**config.mk**
```make
export PLATFORM = sky130hd
export DESIGN_NAME = core
export DESIGN_NICKNAME = d
export VERILOG_FILES = /design/src/hw/core_pkg.sv /design/src/hw/core_if.sv /design/src/hw/core_id.sv /design/src/hw/core_ex.sv /design/src/hw/core_branch.sv /design/src/hw/core_forward.sv /design/src/hw/core_hazard.sv /design/src/hw/core_mem.sv /design/src/hw/core.sv
export SDC_FILE = /design/constraint.sdc
export NUM_CORES = 2
export LEC_CHECK = 0
export BUFFER_PORTS_ARGS = -buffer_cell sky130_fd_sc_hd__buf_2
export CORE_ASPECT_RATIO = 1.4
export CORE_MARGIN = 2
export CORE_UTILIZATION = 47
export CTS_CLUSTER_SIZE = 8
export DETAILED_ROUTE_END_ITERATION = 10
export PLACE_DENSITY = 0.61
export RECOVER_POWER = 25
export SYNTH_ARGS = -nofsm -noshare
export SYNTH_HDL_FRONTEND = slang
export SYNTH_SLANG_ARGS = --single-unit
```
**constraint.sdc**
```tcl
create_clock -name clock -period 15.4 [get_ports clock]
set_clock_uncertainty 0.15 [all_clocks]
set_input_delay 0 -clock clock [delete_from_list [all_inputs] [get_ports clock]]
set_output_delay 0 -clock clock [all_outputs]
set_load 0.05 [all_outputs]
```
**src/hw/core_pkg.sv**
```systemverilog
// core pipeline definitions
package core_pkg;

    // opcodes
    localparam logic [5:0] op_rtype = 6'h00;
    localparam logic [5:0] op_beq   = 6'h04;
    localparam logic [5:0] op_addiu = 6'h09;
    localparam logic [5:0] op_lw    = 6'h23;
    localparam logic [5:0] op_sw    = 6'h2b;

    // r-type function codes
    localparam logic [5:0] fn_addu = 6'h21;
    localparam logic [5:0] fn_subu = 6'h23;
    localparam logic [5:0] fn_and  = 6'h24;
    localparam logic [5:0] fn_or   = 6'h25;
    localparam logic [5:0] fn_slt  = 6'h2a;

    typedef struct packed {
        logic [5:0] op;
        logic [4:0] rs;
        logic [4:0] rt;
        logic [4:0] rd;
        logic [4:0] shamt;
        logic [5:0] funct;
    } r_fields_t;

    typedef struct packed {
        logic [5:0]  op;
        logic [4:0]  rs;
        logic [4:0]  rt;
        logic [15:0] imm16;
    } i_fields_t;

    // one instruction word, two readings
    typedef union packed {
        r_fields_t r_fields;
        i_fields_t i_fields;
    } inst_t;

    typedef enum logic [2:0] {
        alu_add,
        alu_sub,
        alu_and,
        alu_or,
        alu_slt
    } alu_op_t;

    typedef enum logic [1:0] {
        fwd_none,
        fwd_ex,
        fwd_mem
    } forward_type_t;

    typedef struct packed {
        logic [31:0] pc;
        inst_t       inst;  // zero word is a nop
    } if_regs_t;

    typedef struct packed {
        logic [31:0] pc;
        logic [31:0] a_data;
        logic [31:0] b_data;
        logic [31:0] imm;  // sign-extended
        logic [4:0]  rs;
        logic [4:0]  rt;
        logic [4:0]  w_regnum;
        alu_op_t     alu_op;
        logic        b_is_reg;
        logic        write_enable;
        logic        mem_read;
        logic        mem_write;
        logic        branch;
    } id_regs_t;

    typedef struct packed {
        logic [31:0] out;
        logic [31:0] b_data;
        logic [4:0]  w_regnum;
        logic        write_enable;
        logic        mem_read;
        logic        mem_write;
    } ex_regs_t;

    typedef struct packed {
        logic [31:0] w_data;
        logic [4:0]  w_regnum;
        logic        write_enable;
    } mem_regs_t;

    typedef struct packed {
        logic [31:0] addr;
        logic [31:0] wdata;
        logic        write;
    } dbus_req_t;

endpackage

```
**src/hw/core_if.sv**
```systemverilog
// instruction fetch stage
`timescale 1ns/1ns

module core_if (
    input  logic               clock,
    input  logic               rst_n,
    input  logic [31:0]        next_fetch_pc,
    input  logic               stall,
    input  logic               flush,
    output logic [31:0]        inst_addr,
    input  logic [31:0]        inst_rdata,
    output core_pkg::if_regs_t if_regs
);
    logic [31:0] pc;

    assign inst_addr = pc;  // word comes back in the same cycle

    // next_fetch_pc is pc + 4 unless a branch redirects
    always_ff @(posedge clock or negedge rst_n) begin
        if (!rst_n) begin
            pc <= '0;
        end else if (flush || !stall) begin
            pc <= next_fetch_pc;
        end
    end

    always_ff @(posedge clock or negedge rst_n) begin
        if (!rst_n) begin
            if_regs <= '0;
        end else if (flush) begin
            if_regs <= '0;  // squashed slot becomes a nop
        end else if (!stall) begin
            if_regs.pc   <= pc;
            if_regs.inst <= inst_rdata;
        end
    end

endmodule

```
**src/hw/core_id.sv**
```systemverilog
// decode stage and register file
`timescale 1ns/1ns

module core_id (
    input  logic                clock,
    input  logic                rst_n,
    input  logic                stall,
    input  logic                mem_stall,
    input  logic                flush,
    input  core_pkg::if_regs_t  if_regs,
    input  core_pkg::mem_regs_t mem_regs,
    output core_pkg::id_regs_t  id_regs,
    output logic                b_is_reg  // slot in decode reads rt
);
    logic [31:0]        regs [32];
    core_pkg::inst_t    inst;
    core_pkg::id_regs_t decoded;
    logic [4:0]         rs, rt;

    // r0 reads zero, a same-cycle writeback passes through
    function automatic logic [31:0] read_port(input logic [4:0] num, input logic [31:0] entry,
                                              input core_pkg::mem_regs_t wb);
        if (num == 5'd0)
            return '0;
        if (wb.write_enable && wb.w_regnum == num)
            return wb.w_data;
        return entry;
    endfunction

    assign inst     = if_regs.inst;
    assign rs       = inst.i_fields.rs;
    assign rt       = inst.i_fields.rt;
    assign b_is_reg = decoded.b_is_reg;

    always_comb begin
        decoded          = '0;
        decoded.pc       = if_regs.pc;
        decoded.rs       = rs;
        decoded.rt       = rt;
        decoded.a_data   = read_port(rs, regs[rs], mem_regs);
        decoded.b_data   = read_port(rt, regs[rt], mem_regs);
        decoded.imm      = {{16{inst.i_fields.imm16[15]}}, inst.i_fields.imm16};
        decoded.w_regnum = rt;
        case (inst.i_fields.op)
            core_pkg::op_rtype: begin
                decoded.w_regnum     = inst.r_fields.rd;
                decoded.b_is_reg     = 1'b1;
                decoded.write_enable = 1'b1;
                case (inst.r_fields.funct)
                    core_pkg::fn_addu: decoded.alu_op = core_pkg::alu_add;
                    core_pkg::fn_subu: decoded.alu_op = core_pkg::alu_sub;
                    core_pkg::fn_and:  decoded.alu_op = core_pkg::alu_and;
                    core_pkg::fn_or:   decoded.alu_op = core_pkg::alu_or;
                    core_pkg::fn_slt:  decoded.alu_op = core_pkg::alu_slt;
                    default: begin  // unknown funct, nop
                        decoded.b_is_reg     = 1'b0;
                        decoded.write_enable = 1'b0;
                    end
                endcase
            end
            core_pkg::op_addiu: decoded.write_enable = 1'b1;
            core_pkg::op_lw: begin
                decoded.write_enable = 1'b1;
                decoded.mem_read     = 1'b1;
            end
            core_pkg::op_sw: begin
                decoded.b_is_reg  = 1'b1;  // store data
                decoded.mem_write = 1'b1;
            end
            core_pkg::op_beq: begin
                decoded.b_is_reg = 1'b1;
                decoded.branch   = 1'b1;
            end
            default: ;  // anything else is a nop
        endcase
        if (decoded.w_regnum == 5'd0)
            decoded.write_enable = 1'b0;
    end

    always_ff @(posedge clock) begin
        if (mem_regs.write_enable)
            regs[mem_regs.w_regnum] <= mem_regs.w_data;
    end

    always_ff @(posedge clock or negedge rst_n) begin
        if (!rst_n) begin
            id_regs <= '0;
        end else if (mem_stall) begin
            // held slot picks up the writeback it would have forwarded
            id_regs.a_data <= read_port(id_regs.rs, id_regs.a_data, mem_regs);
            id_regs.b_data <= read_port(id_regs.rt, id_regs.b_data, mem_regs);
        end else if (stall || flush) begin
            id_regs <= '0;  // bubble
        end else begin
            id_regs <= decoded;
        end
    end

    // decode never lets a write to r0 reach writeback
    assert property (@(posedge clock) disable iff (!rst_n)
        mem_regs.write_enable |-> mem_regs.w_regnum != 5'd0);

endmodule

```
**src/hw/core_ex.sv**
```systemverilog
// execute stage with forwarding muxes and alu
`timescale 1ns/1ns

module core_ex (
    input  logic                    clock,
    input  logic                    rst_n,
    input  logic                    mem_stall,
    input  core_pkg::id_regs_t      id_regs,
    input  core_pkg::forward_type_t forward_a,
    input  core_pkg::forward_type_t forward_b,
    input  core_pkg::mem_regs_t     mem_regs,
    output core_pkg::ex_regs_t      ex_regs,
    output logic [31:0]             op_a,
    output logic [31:0]             op_b
);
    logic [31:0] alu_b, alu_out;

    always_comb begin
        case (forward_a)
            core_pkg::fwd_ex:  op_a = ex_regs.out;
            core_pkg::fwd_mem: op_a = mem_regs.w_data;
            default:           op_a = id_regs.a_data;
        endcase
        case (forward_b)
            core_pkg::fwd_ex:  op_b = ex_regs.out;
            core_pkg::fwd_mem: op_b = mem_regs.w_data;
            default:           op_b = id_regs.b_data;
        endcase
    end

    // sw reads rt for data only, address uses imm
    assign alu_b = (id_regs.b_is_reg && !id_regs.mem_write) ? op_b : id_regs.imm;

    always_comb begin
        case (id_regs.alu_op)
            core_pkg::alu_sub: alu_out = op_a - alu_b;
            core_pkg::alu_and: alu_out = op_a & alu_b;
            core_pkg::alu_or:  alu_out = op_a | alu_b;
            core_pkg::alu_slt: alu_out = {31'd0, $signed(op_a) < $signed(alu_b)};
            default:           alu_out = op_a + alu_b;
        endcase
    end

    always_ff @(posedge clock or negedge rst_n) begin
        if (!rst_n) begin
            ex_regs <= '0;
        end else if (!mem_stall) begin
            ex_regs.out          <= alu_out;
            ex_regs.b_data       <= op_b;  // forwarded store data
            ex_regs.w_regnum     <= id_regs.w_regnum;
            ex_regs.write_enable <= id_regs.write_enable;
            ex_regs.mem_read     <= id_regs.mem_read;
            ex_regs.mem_write    <= id_regs.mem_write;
        end
    end

endmodule

```
**src/hw/core_branch.sv**
```systemverilog
// beq resolution and fetch redirect
`timescale 1ns/1ns

module core_branch (
    input  core_pkg::id_regs_t id_regs,
    input  logic [31:0]        op_a,
    input  logic [31:0]        op_b,
    input  logic [31:0]        if_pc,
    input  logic               mem_stall,
    output logic [31:0]        next_fetch_pc,
    output logic               flush
);
    logic        taken;
    logic [31:0] target;

    assign taken  = id_regs.branch && (op_a == op_b);  // operands already forwarded
    assign target = id_regs.pc + 32'd4 + {id_regs.imm[29:0], 2'b00};

    // wait for the memory stall to clear before redirecting
    assign flush = taken && !mem_stall;

    assign next_fetch_pc = flush ? target : if_pc + 32'd4;

endmodule

```
**src/hw/core_forward.sv**
```systemverilog
// operand forwarding select
`timescale 1ns/1ns

module core_forward (
    input  logic [4:0]              id_rs,
    input  logic [4:0]              id_rt,
    input  logic                    id_b_is_reg,
    input  core_pkg::ex_regs_t      ex_regs,
    input  core_pkg::mem_regs_t     mem_regs,
    output core_pkg::forward_type_t forward_a,
    output core_pkg::forward_type_t forward_b
);
    logic ex_fwd_ok, mem_fwd_ok;

    // load data is not ready in ex_regs
    assign ex_fwd_ok  = ex_regs.write_enable && !ex_regs.mem_read && ex_regs.w_regnum != 5'd0;
    assign mem_fwd_ok = mem_regs.write_enable && mem_regs.w_regnum != 5'd0;

    always_comb begin
        forward_a = core_pkg::fwd_none;
        forward_b = core_pkg::fwd_none;
        if (ex_fwd_ok && ex_regs.w_regnum == id_rs)
            forward_a = core_pkg::fwd_ex;  // youngest wins
        else if (mem_fwd_ok && mem_regs.w_regnum == id_rs)
            forward_a = core_pkg::fwd_mem;
        if (id_b_is_reg) begin
            if (ex_fwd_ok && ex_regs.w_regnum == id_rt)
                forward_b = core_pkg::fwd_ex;
            else if (mem_fwd_ok && mem_regs.w_regnum == id_rt)
                forward_b = core_pkg::fwd_mem;
        end
    end

endmodule

```
**src/hw/core_hazard.sv**
```systemverilog
// load-use and front-end stall
`timescale 1ns/1ns

module core_hazard (
    input  core_pkg::if_regs_t if_regs,
    input  logic               if_b_is_reg,
    input  core_pkg::id_regs_t id_regs,
    input  logic               mem_stall,
    output logic               stall
);
    logic [4:0] if_rs, if_rt;
    logic       load_use;

    assign if_rs = if_regs.inst.r_fields.rs;
    assign if_rt = if_regs.inst.r_fields.rt;

    always_comb begin
        load_use = 1'b0;
        if (id_regs.mem_read && id_regs.w_regnum != 5'd0) begin
            if (id_regs.w_regnum == if_rs)
                load_use = 1'b1;
            if (if_b_is_reg && id_regs.w_regnum == if_rt)
                load_use = 1'b1;
        end
    end

    assign stall = load_use || mem_stall;

endmodule

```
**src/hw/core_mem.sv**
```systemverilog
// memory stage and data port
`timescale 1ns/1ns

module core_mem (
    input  logic                clock,
    input  logic                rst_n,
    input  core_pkg::ex_regs_t  ex_regs,
    output core_pkg::dbus_req_t d_req,
    output logic                d_valid,
    input  logic                d_ready,
    input  logic [31:0]         d_rdata,
    output logic                mem_stall,
    output core_pkg::mem_regs_t mem_regs
);
    assign d_req.addr  = ex_regs.out;
    assign d_req.wdata = ex_regs.b_data;
    assign d_req.write = ex_regs.mem_write;

    assign d_valid   = ex_regs.mem_read || ex_regs.mem_write;
    assign mem_stall = d_valid && !d_ready;  // wait for the handshake

    always_ff @(posedge clock or negedge rst_n) begin
        if (!rst_n) begin
            mem_regs <= '0;
        end else if (mem_stall) begin
            mem_regs <= '0;  // bubble while the access is pending
        end else begin
            mem_regs.w_data       <= ex_regs.mem_read ? d_rdata : ex_regs.out;
            mem_regs.w_regnum     <= ex_regs.w_regnum;
            mem_regs.write_enable <= ex_regs.write_enable;
        end
    end

    // the pipeline holds ex_regs, so a pending request must not move
    assert property (@(posedge clock) disable iff (!rst_n)
        d_valid && !d_ready |=> d_valid && $stable(d_req));

endmodule

```
**src/hw/core.sv**
```systemverilog
// five stage mips core
`timescale 1ns/1ns

module core (
    input  logic                clock,
    input  logic                rst_n,

    // instruction port, combinational
    output logic [31:0]         inst_addr,
    input  logic [31:0]         inst_rdata,

    // data port
    output core_pkg::dbus_req_t d_req,
    output logic                d_valid,  // access pending
    input  logic                d_ready,  // access completes this cycle
    input  logic [31:0]         d_rdata
);
    core_pkg::if_regs_t      if_regs;
    core_pkg::id_regs_t      id_regs;
    core_pkg::ex_regs_t      ex_regs;
    core_pkg::mem_regs_t     mem_regs;
    core_pkg::forward_type_t forward_a, forward_b;

    logic        stall, flush, mem_stall, b_is_reg;
    logic [31:0] next_fetch_pc, op_a, op_b;

    core_if if_stage (
        .clock(clock),
        .rst_n(rst_n),
        .next_fetch_pc(next_fetch_pc),
        .stall(stall),
        .flush(flush),
        .inst_addr(inst_addr),
        .inst_rdata(inst_rdata),
        .if_regs(if_regs)
    );

    core_id id_stage (
        .clock(clock),
        .rst_n(rst_n),
        .stall(stall),
        .mem_stall(mem_stall),
        .flush(flush),
        .if_regs(if_regs),
        .mem_regs(mem_regs),
        .id_regs(id_regs),
        .b_is_reg(b_is_reg)
    );

    core_ex ex_stage (
        .clock(clock),
        .rst_n(rst_n),
        .mem_stall(mem_stall),
        .id_regs(id_regs),
        .forward_a(forward_a),
        .forward_b(forward_b),
        .mem_regs(mem_regs),
        .ex_regs(ex_regs),
        .op_a(op_a),
        .op_b(op_b)
    );

    core_branch branch_unit (
        .id_regs(id_regs),
        .op_a(op_a),
        .op_b(op_b),
        .if_pc(inst_addr),  // fetch pc of the current slot
        .mem_stall(mem_stall),
        .next_fetch_pc(next_fetch_pc),
        .flush(flush)
    );

    core_forward forward_unit (
        .id_rs(id_regs.rs),
        .id_rt(id_regs.rt),
        .id_b_is_reg(id_regs.b_is_reg),
        .ex_regs(ex_regs),
        .mem_regs(mem_regs),
        .forward_a(forward_a),
        .forward_b(forward_b)
    );

    core_hazard hazard_unit (
        .if_regs(if_regs),
        .if_b_is_reg(b_is_reg),
        .id_regs(id_regs),
        .mem_stall(mem_stall),
        .stall(stall)
    );

    core_mem mem_stage (
        .clock(clock),
        .rst_n(rst_n),
        .ex_regs(ex_regs),
        .d_req(d_req),
        .d_valid(d_valid),
        .d_ready(d_ready),
        .d_rdata(d_rdata),
        .mem_stall(mem_stall),
        .mem_regs(mem_regs)
    );

endmodule

```
# Word-level counts from Yosys, hierarchy flattened
# Memory sizes are Yosys's and may differ from the RTL's.
# Cells that the tools add are included.
# op_classes
addsub	5
n_mux	62
n_reduce_logical	38
n_lt_le_gt_ge	1
n_eq_ne	29
bitwise_logic	2
# ops
operator	n
2-to-1 mux 32 bit	19
2-to-1 mux 64 bit	3
2-to-1 mux 151 bit	1
case mux 32 bit (2 select lines)	2
case mux 32 bit (4 select lines)	1
adder 32 x 3 -> 32 bit (second input constant)	2
adder 32 bit	2
equality test 6 bit (second input constant)	7
equality test 5 bit	8
2-to-1 mux 38 bit	1
bitwise AND 32 bit	1
equality test 32 bit	1
< comparator 32 bit	1
bitwise OR 32 bit	1
subtractor 32 bit	1
zero test 5 bit	5
2-to-1 mux 1 bit	25
logical AND 1 bit	17
nonzero test 5 bit	3
2-to-1 mux 2 bit	6
case mux 3 bit (4 select lines)	1
2-to-1 mux 8 bit	1
equality test 3 x 2 -> 1 bit (second input constant)	2
equality test 6 x 3 -> 1 bit (second input constant)	1
13 further kinds	25
# word_totals
input_bits	67
mem_count	1
mem_bits_rw	1024
reg_bits	357
# memory_table
name	words	width	read_ports	rd_clocked_by_memory_dff	wr	line_no	rtl
id_stage.regs	32	32	2	0	1	core_id.sv:15	logic [31:0] regs [32];

# Longest topological paths before layout
# logic_depth
ltp_word	14
mapped_depth	25
ltp_nobuf	23

# Modules after synthesis
# From an unflattened synthesis, not the netlist that was laid out.
# unflattened
cells_unflattened	5694
hier_area_um2	73267.8
# by_module_without_submodules
mod	n_inst	cells_each	seq_area_each_um2	area_per_inst_um2
core_id	1	3391	34127.7	54263.3
core_ex	1	1303	1801.7	9298.9
core_if	1	275	2402.3	3942.5
core_branch	1	447	0.0	3228.1
core_mem	1	223	950.9	2130.8
core_forward	1	36	0.0	270.3
core_hazard	1	19	0.0	133.9

# Worst setup path before layout
# OpenSTA, ideal clock, no wires.
# synth_timing
kind	register to register
start	register mem_stage.mem_regs[5] (netlist name)
end	register ex_stage.ex_regs[40] (netlist name)
path_buffers	3
setup_time_ps	141
arrival_time_ps	5835
slack_ps	9274
period_less_slack_ps	6126
path_stages_with_launch	24
cell_sequence	dfrtp_1 buf_1 xor2_1 nor4_1 nand3_1 or3_1 ha_1 clkbuf_1 clkbuf_1 nor2_1 a21oi_1 o21ai_0 ha_1 fa_1 o21ba_2 nor4_1 o41a_1 o21ai_0 a32oi_1 o31ai_1 o41ai_1 a21boi_0 o211ai_1 a31oi_1
# synth_between
elab_chain_len	11
elab_cells_between_ends	24
# synth_rtl
element	line_no	rtl
nonzero test 5 bit	core_forward.sv:17	assign mem_fwd_ok = mem_regs.write_enable && mem_regs.w_regnum != 5'd0;
logical AND 1 bit	core_forward.sv:17	
logical AND 1 bit	core_forward.sv:29	else if (mem_fwd_ok && mem_regs.w_regnum == id_rt)
2-to-1 mux 2 bit	core_forward.sv:29	
2-to-1 mux 2 bit	core_forward.sv:27	if (ex_fwd_ok && ex_regs.w_regnum == id_rt)
2-to-1 mux 2 bit	core_forward.sv:26	if (id_b_is_reg) begin
equality test 2 bit / equality test 2 x 1 -> 1 bit (equally long branches)	core_ex.sv:24	case (forward_b)
case mux 32 bit (2 select lines)	core_ex.sv:24	
2-to-1 mux 32 bit	core_ex.sv:32	assign alu_b = (id_regs.b_is_reg && !id_regs.mem_write) ? op_b : id_regs.imm;
adder 32 bit (tied with other cells)	core_ex.sv:40	default: alu_out = op_a + alu_b;
case mux 32 bit (4 select lines) (*)	core_ex.sv:35	case (id_regs.alu_op)
# Every way passes the cells marked *; elsewhere a longest branch is shown, timed or not.
# A chain may end at the register's enable or synchronous reset.

# Final worst setup path
# layout_timing
start	register mem_stage.mem_regs[2] (netlist name)
end	register ex_stage.ex_regs[40] (netlist name)
# layout_between
elab_chain_len	11
elab_cells_between_ends	24
# layout_rtl
element	line_no
nonzero test 5 bit	core_forward.sv:17
logical AND 1 bit	core_forward.sv:17
logical AND 1 bit	core_forward.sv:29
2-to-1 mux 2 bit	core_forward.sv:29
2-to-1 mux 2 bit	core_forward.sv:27
2-to-1 mux 2 bit	core_forward.sv:26
equality test 2 bit / equality test 2 x 1 -> 1 bit (equally long branches)	core_ex.sv:24
case mux 32 bit (2 select lines)	core_ex.sv:24
2-to-1 mux 32 bit	core_ex.sv:32
adder 32 bit (tied with other cells)	core_ex.sv:40
case mux 32 bit (4 select lines) (*)	core_ex.sv:35
# Marked as above.

==> flow_metrics.env <==
export IMPL_grt_pass1_vias=47749
export IMPL_track_usage_pct=29.4
export IMPL_core_area_mm2=0.150
export IMPL_rows=168
export IMPL_rsz0062_at_grt="no"
export IMPL_h_tree_depth=4
export IMPL_antenna_found_initial=6
export IMPL_synth_ff_type="edfxtp_1"
export IMPL_synth_edf_count=1024
export IMPL_max_freq_mhz=130
export IMPL_cp_num_buf_inv=2
export IMPL_syn_area_per_cell_um2=14.3
export IMPL_synth_mux_area_share_pct=21.9
export IMPL_p_sw_mw=3.62
export IMPL_nFillCells=12102
export IMPL_p_leak_nw=28.7
export IMPL_wl_mm=227
export IMPL_ys_seq_elements=1365
export IMPL_synthDistinctLibCells=84
export IMPL_worstSetupEndpointType="register"
export IMPL_p_sw_share_pct=32.4
export IMPL_area_growth_pct=13.1
export IMPL_violations="max-capacitance violations, max-slew violations"
export IMPL_wl_per_cell_um=31.6
export IMPL_slew_headroom_pct=-203
export IMPL_clockPowerShare_pct=33.6
export IMPL_combPwrFrac_pct=22.1
export IMPL_initial_core_util_pct=47.4
export IMPL_synth_simple_area_share_pct=5.93
export IMPL_cap_viol_max_count=22
export IMPL_worstPathMaxFanout=64
export IMPL_first_pass_iters=6
export IMPL_async_flop_share_pct=25.0
export IMPL_final_layout_size_suffix_gt1_share_pct=22.3
export IMPL_clock_path_buffers=3
export IMPL_synth_common_cells="1024 x edfxtp_1, 559 x mux4_2, 414 x nor2_1, 341 x dfrtp_1, 259 x clkbuf_1"
export IMPL_path_delay_family="compound AO/OA/AOI/OAI gates"
export IMPL_min_delay_path_class="input pin to register"
export IMPL_drc_errors=0
export IMPL_tightestPinTransition_ns=4.55
export IMPL_cts_buffers_inserted=188
export IMPL_netlist_instances=4958
export IMPL_first_iter_violations=5168
export IMPL_ant_nets=0
export IMPL_worstPathArrival_ns=8.23
export IMPL_viasPerCell=6.57
export IMPL_seqPwrFrac_pct=44.3
export IMPL_num_io_pins=165
export IMPL_clock_sinks=1365
export IMPL_status="finished, violations left"
export IMPL_grt_pass1_wl_mm=331
export IMPL_drv_slew=895
export IMPL_tritoncts="built"
export IMPL_synth_xor_area_share_pct=1.79
export IMPL_ir_drop_mv=0.0994
export IMPL_fin_crit_sh_pct=50.0
export IMPL_slowest_delay_ns=0.78
export IMPL_synth_fa_ha_area_share_pct=2.84
export IMPL_clkLatencyLatePin_ns=0.84
export IMPL_critical_path_class="register to register"
export IMPL_cp_cell_sequence="xor2_1 > nor4_1 > nand3_1 > buf_4 > or3_1 > ha_2 > buf_4 > nor2_1 > a21oi_1 > o21ai_0 > ha_1 > fa_1 > o21ba_2 > nor4_1 > o41a_1 > o21ai_0 > a32oi_1 > o31ai_1 > o41ai_1 > a21boi_0 > o211ai_1 > a31oi_1"
export IMPL_synthTopCellsByArea="edfxtp_1 43%, mux4_2 18%, dfrtp_1 12%"
export IMPL_port_buffers=164
export IMPL_crit_required_ns=15.93
export IMPL_min_period_ns=7.70
export IMPL_startpoint_type="register"
export IMPL_placed_area_mm2=0.0737
export IMPL_grt_ovfl_total=0
export IMPL_cts_repair_resized=0
export IMPL_vias=47076
export IMPL_clk_pin_slew_ns=0.06
export IMPL_grt_max_degree=187
export IMPL_yosysSeqAreaShare_pct=55.4
export IMPL_synth_nets=5184
export IMPL_slowest_stage="a32oi_1"
export IMPL_nNetsFinal=5383
export IMPL_synth_top_area_share_pct=43.4
export IMPL_setup_tns_final_ns=0
export IMPL_dp_hpwl_mm=135
export IMPL_dieWidth_um=332
export IMPL_setup_viol=0
export IMPL_fin_area_mm2=0.0802
export IMPL_synth_largest_area_cell="edfxtp_1"
export IMPL_powerDensity_mw_per_mm2=139
export IMPL_yosysWarnings=0
export IMPL_routabilityCongestion=0.940
export IMPL_r2r_setup_slack_ns=7.70
export IMPL_synth_top_family_by_area="multiplexers"
export IMPL_hold_viol=0
export IMPL_fp_dieH_um=464
export IMPL_syn_area_mm2=0.0709
export IMPL_fp_dieArea_mm2=0.154
export IMPL_yosysMostFrequentCell="edfxtp_1"
export IMPL_cts_root_buf="clkbuf_16"
export IMPL_intPower_mw=7.56
export IMPL_synth_compound_area_share_pct=8.87
metal layers:
layer  global-route usage, %  vias up  part of all wire (%)  wire (um)
met1                    37.2    24385                    37      85000
met3                    4.82      506                   7.4      16700
li1                        -    19861                     -          -
met4                    13.3        8                   4.9      11100
met2                    49.8     2316                    50     114000
met5                   0.188        -                 0.035         80
kinds of logic after synthesis:
logic type,Yosys count
mux,847
compound gates,985
flops,1365
xor+xnor,145
simple gates,919
fa+ha+maj,159
buf+inv,538
tightest hold or removal path: cells and delay by family:
kind / cells / cell delay (ns)
buf+inv: 2 / 0.61
mux: 1 / 0.10
simple gates: 1 / 0.22
stage by stage:
step | utilization [%] | std cells | setup WS [ns] | hold WS, ns | power [mW]
final | 53.6 | 7163 | 7.70 | 0.0332 | 11.2
after global routing | 53.6 | 7162 | 7.27 | 0.0789 | 11.6
after CTS | 53.6 | 7160 | 7.76 | 0.0293 | 11.2
after detailed placement | 49.2 | 6774 | 7.76 | -0.0896 | 7.39
after global placement | 49.2 | 6774 | 7.80 | -0.0964 | 7.35
after floorplan | - | 4958 | 9.27 | -0.446 | 6.48
flip-flops by register name (all words and copies together) (netlist names):
register            flops
id_stage.id_regs      135
mem_stage.mem_regs     38
id_stage.regs        1024
ex_stage.ex_regs       72
if_stage.if_regs       64
if_stage.inst_addr     32
power by group through the flow:
stage	registers, mW	clock network (mW)	logic, mW
final	4.95	3.76	2.47
after detailed placement	4.99	0	2.40
after floorplan	5.01	0	1.48
after CTS	4.92	3.80	2.46
after global placement	4.98	0	2.38
after global routing	4.98	3.95	2.63
final cells by class:
class | instances | area, um^2 | area share [%]
flip-flops and latches | 1365 | 39300 | 49.0
multi-input cells | 3055 | 29600 | 37.0
clock buffers | 223 | 4840 | 6.03
repair buffers | 442 | 3270 | 4.07
well taps | 1955 | 2450 | 3.05
inverters | 105 | 394 | 0.492
clock inverters | 15 | 277 | 0.345
diodes | 3 | 7.51 | 0.00936
cells in the final DEF, fill, tap and decap left out, types with 25 or more instances in the layout:
cell type and instances:
nand3_1 73, buf_2 163, dlygate4sd3_1 147, mux2i_1 252, a22o_1 66, clkbuf_1 58, a22oi_1 36, xor2_1 70
nand2_1 166, mux2_2 34, clkbuf_16 188, dfrtp_1 329, a21o_1 27, a21oi_1 246, nor2_4 32, edfxtp_1 1024
a31oi_1 48, and3_1 25, or3_1 27, mux4_2 559, nor2_1 382, o21ai_0 242, xnor2_1 73, buf_4 103
ha_1 155, inv_1 104, o22ai_1 67, a221oi_1 37, nor3_1 77
path summary, 6_finish.rpt:
| kind | startpoint | endpoint | cells after the start |
|---|---|---|---|
| min in group asynchronous | rst_n | ex_stage.ex_regs[42]$_DFFE_PN0N_ | 4 |
| setup reg to reg | mem_stage.mem_regs[2]$_DFF_PN0_ | ex_stage.ex_regs[40]$_DFFE_PN0N_ | 22 |
| setup / recovery | mem_stage.mem_regs[2]$_DFF_PN0_ | ex_stage.ex_regs[40]$_DFFE_PN0N_ | 22 |
| max in group asynchronous | rst_n | mem_stage.mem_regs[33]$_DFF_PN0_ | 4 |
| hold / removal | d_rdata[9] | mem_stage.mem_regs[15]$_DFF_PN0_ | 4 |
| hold reg to reg | ex_stage.ex_regs[34]$_DFFE_PN0N_ | ex_stage.ex_regs[34]$_DFFE_PN0N_ | 2 |
what timing repair did:
action | CTS | global route
buffers inserted | 0 | 0
setup endpoints to repair | 0 | 0
hold buffers | 148 | 0
endpoints found under the hold margin | 465 | 0
Power figures use the tool's default switching activity.
